File: src/logic/exe_pkg.sv
`default_nettype none

package exe_pkg;

    // Datapath and register file sizing
    localparam int unsigned XLEN        = 32;
    localparam int unsigned PRF_ENTRIES = 64;
    localparam int unsigned PRF_ID_W    = 6;
    localparam int unsigned ROB_ID_W    = 6;

    // Shift amount width for RV32
    localparam int unsigned SHAMT_W = 5;

    // Fall-through pc step and link offset
    localparam int unsigned INSN_BYTES = 4;

    typedef enum logic [4:0] {
        // Integer ALU
        OP_ADD,
        OP_SUB,
        OP_AND,
        OP_OR,
        OP_XOR,
        OP_SLL,
        OP_SRL,
        OP_SRA,
        OP_SLT,
        OP_SLTU,
        OP_LUI,
        // Conditional branches, then JAL
        OP_BEQ,
        OP_BNE,
        OP_BLT,
        OP_BGE,
        OP_BLTU,
        OP_BGEU,
        OP_JAL
    } t_exe_op;

endpackage

`default_nettype wire

File: src/logic/exe_complete.sv
`default_nettype none

module exe_complete #(
    parameter int NUM_LANES = 2
) (
    input  logic                                          stall,

    input  logic [NUM_LANES-1:0]                          ex1_valid,
    input  logic [NUM_LANES-1:0]                          ex1_wr,
    input  logic [NUM_LANES-1:0][exe_pkg::PRF_ID_W-1:0]   ex1_pdst,
    input  logic [NUM_LANES-1:0][exe_pkg::ROB_ID_W-1:0]   ex1_robid,
    input  logic [NUM_LANES-1:0][exe_pkg::XLEN-1:0]       ex1_result,
    input  logic [NUM_LANES-1:0]                          ex1_mispred,
    input  logic [NUM_LANES-1:0][exe_pkg::XLEN-1:0]       ex1_target,

    output logic [NUM_LANES-1:0]                          wb_en,
    output logic [NUM_LANES-1:0][exe_pkg::PRF_ID_W-1:0]   wb_pdst,
    output logic [NUM_LANES-1:0][exe_pkg::XLEN-1:0]       wb_data,

    output logic [NUM_LANES-1:0]                          cmp_valid,
    output logic [NUM_LANES-1:0][exe_pkg::ROB_ID_W-1:0]   cmp_robid,
    output logic [NUM_LANES-1:0]                          cmp_mispred,

    output logic                                          redirect_valid,
    output logic [exe_pkg::XLEN-1:0]                      redirect_pc
);

    import exe_pkg::*;

    logic [NUM_LANES-1:0] live;
    logic                 redir_hit;
    logic [XLEN-1:0]      redir_tgt;

    // Held ops report once, after stall drops
    assign live = ex1_valid & {NUM_LANES{~stall}};

    assign wb_en       = live & ex1_wr;
    assign wb_pdst     = ex1_pdst;
    assign wb_data     = ex1_result;
    assign cmp_valid   = live;
    assign cmp_robid   = ex1_robid;
    assign cmp_mispred = live & ex1_mispred;

    // Scan young to old so the oldest mispredict is left standing
    always_comb begin
        redir_hit = 1'b0;
        redir_tgt = '0;
        for (int l = NUM_LANES - 1; l >= 0; l--) begin
            if (live[l] && ex1_mispred[l]) begin
                redir_hit = 1'b1;
                redir_tgt = ex1_target[l];
            end
        end
    end

    assign redirect_valid = redir_hit;
    assign redirect_pc    = redir_tgt;

endmodule

`default_nettype wire

File: config.mk
export PLATFORM = sky130hd
export DESIGN_NAME = exe_complete
export DESIGN_NICKNAME = d
export VERILOG_FILES = /design/src/logic/exe_pkg.sv /design/src/logic/exe_complete.sv
export SDC_FILE = /design/constraint.sdc
export NUM_CORES = 1
export LEC_CHECK = 0
export BUFFER_PORTS_ARGS = -buffer_cell sky130_fd_sc_hd__buf_2
export CAP_MARGIN = 20
export CELL_PAD_IN_SITES_DETAIL_PLACEMENT = 0
export CELL_PAD_IN_SITES_GLOBAL_PLACEMENT = 1
export CORE_AREA = 2 2 111 113
export DETAILED_ROUTE_END_ITERATION = 7
export DIE_AREA = 0 0 113 115
export PLACE_DENSITY_LB_ADDON = 0.1
export SYNTH_ARGS = -nofsm -noshare
export SYNTH_HDL_FRONTEND = slang
export SYNTH_SLANG_ARGS = --single-unit
File: constraint.sdc
create_clock -name vclk -period 1
set_clock_uncertainty 0.15 [all_clocks]
set_input_delay 0.1 -clock vclk [all_inputs]
set_output_delay 0.1 -clock vclk [all_outputs]
set_load 0.1 [all_outputs]
==> impl_metrics.json <==
{
  "seqPwrFrac": 0,
  "synth.avg_cell_area_um2": 8.20,
  "die_h_um": 115,
  "dr.pass1.iters": 6,
  "crit_family": "buffers and inverters",
  "ys_warn_count": 0,
  "pwr-share-clk": 0,
  "grt_pass1_wl_um": 7890,
  "synth-xor-area-share": 0,
  "multi_input_area_um2": 748,
  "combPwrFrac": 1.000,
  "syn_to_final_growth_pct": 98.6,
  "post_layout_nonfiller_instances": 311,
  "finalNetCount": 324,
  "p_int_mw": 0.575,
  "cts_hold_buf": 0,
  "p_switching_mw": 0.802,
  "hpwl_um": 4860,
  "track_usage": 0.0765,
  "wl_per_cell_um": 18.4,
  "final_common_cell": "buf_2",
  "synth_cell_types": 11,
  "drt_iter0_drc": 51,
  "fin_setup_tns_ns": -11.87,
  "synthSimpleGateAreaFrac": 0.0599,
  "period_share": 1.37,
  "synth_area_mm2": 0.00115,
  "grt-ovfl-total": 0,
  "synth-adder-area-share": 0,
  "timing.final.ws_setup_ns": -0.374,
  "tightest_slew_ns": 0.234,
  "synthMuxAreaShare": 0.00980,
  "io_buffers": 110,
  "arrival_ns": 1.12,
  "core_area_mm2": 0.0118,
  "p_leak_nw": 0.924,
  "rsz0062_at_grt": "yes",
  "vias": 1102,
  "grt_pass1_vias": 1172,
  "drive_gt1_frac": 1.00,
  "vdd_drop_max_uv": 90.8,
  "gp_congestion": 0.683,
  "hold_viol_final": 0,
  "crit_top_cell": "buf_12",
  "setup_viol": 36,
  "power.density_mw_per_mm2": 604,
  "layout_common_cells": "buf_2, buf_12, a32o_4, buf_6",
  "violations": "design-rule violations, negative setup slack",
  "path_class": "primary input to output port",
  "cp_max_fo": 20,
  "power_mw": 1.38,
  "synth_top_family_by_area": "buffers and inverters",
  "final.clkbuf_count": 0,
  "numSequentialCells": 0,
  "boundaryPins": 286,
  "routed_wl_um": 5710,
  "swShare": 0.583,
  "worstPathRequired_ns": 0.75,
  "drv_cap": 0,
  "synth_compound_area_frac": 0.270,
  "via_per_inst": 3.54,
  "fin_crit_ns": 1.37,
  "slowest_stage": "and3b_2",
  "critPathMaxStageDelay_ns": 0.30,
  "slew_headroom": 0.844,
  "fillers": 1297,
  "preCtsSetupSlack_ns": -0.419,
  "row_count": 40,
  "dieArea_mm2": 0.0130,
  "post-route-util": 0.193,
  "syn_inst": 140,
  "grt_max_degree": 32,
  "worstPathCellList": "buf_8 > and3b_2 > buf_12 > a32o_4 > buf_12",
  "ys_seq_area_frac": 0,
  "chipWidth_um": 113,
  "start_kind": "primary input",
  "status": "finished, violations left",
  "initial_utilization": 0.0972,
  "regArea_um2": 0,
  "antenna_found_initial": 0,
  "syn_nets": 299,
  "crit_buf_inv": 3,
  "endpoint_kind": "output port",
  "dp.cells": 309,
  "max_freq_mhz": 728,
  "hp-class": "primary input to output port",
  "drc": 40,
  "ant_nets": 0,
  "finalMaxSlewViolations": 0
}
[per-layer routing]
metal  share of wire  vias to the layer above  wire length [um]  global-route usage
met5               0                        -                 0                   0
li1                -                      467                 -                   -
met2            0.42                      125              2400               0.116
met1            0.34                      468              1940              0.0919
met4           0.040                        0               231              0.0301
met3            0.20                       42              1140              0.0395
[per-stage QoR]
step | hold slack [ns] | area, um2
6_report | 0.0500 | 2280
5_1_grt | 0.0501 | 2280
4_1_cts | 0.0507 | 2240
3_5_place_dp | 0.0507 | 2210
3_3_place_gp | 0.0507 | 2210
2_1_floorplan | 0.262 | 1540
[power by group through the flow]
stage                     logic [mW]  clock network (mW)  registers (mW)
final                           1.38         0.000000134               0
after global routing            1.42                   0               0
after CTS                       1.38                   0               0
after detailed placement        1.37                   0               0
after global placement          1.37                   0               0
after floorplan                 2.47                   0               0
[kinds of logic after synthesis]
logic type / Yosys count
simple gates: 9
buf+inv: 99
compound gates: 31
mux: 1
[synthesized netlist by cell type]
cell / n / area, um2
and2b_2: 2 / 17.5
and4b_2: 1 / 11.3
and2_1: 2 / 12.5
and3b_1: 2 / 17.5
clkbuf_1: 3 / 11.3
buf_6: 7 / 78.8
a32o_1: 31 / 310
mux2_2: 1 / 11.3
buf_4: 89 / 668
nand2_1: 1 / 3.75
or2_1: 1 / 6.26
[final timing paths]
kind | startpoint | to | slack, ns | cells past startpoint
setup / recovery | stall | redirect_pc[13] | -0.37 | 5
hold / removal | ex1_robid[5] | cmp_robid[5] | 0.05 | 0
[repair_timing]
item                                   4_1_cts  5_1_grt
resized for setup                            6        6
setup endpoints to repair                   39       39
pin swaps                                    2        2
buffers inserted                             0        1
endpoints found under the hold margin        0        0
[area by class of cell]
| type | instances | share of cell area |
|---|---|---|
| tap | 147 | 0.0806 |
| multi-input combinational | 41 | 0.328 |
| antenna | 1 | 0.00110 |
| timing repair buffer | 122 | 0.590 |
Note: power is estimated with default switching activity, not from simulation.
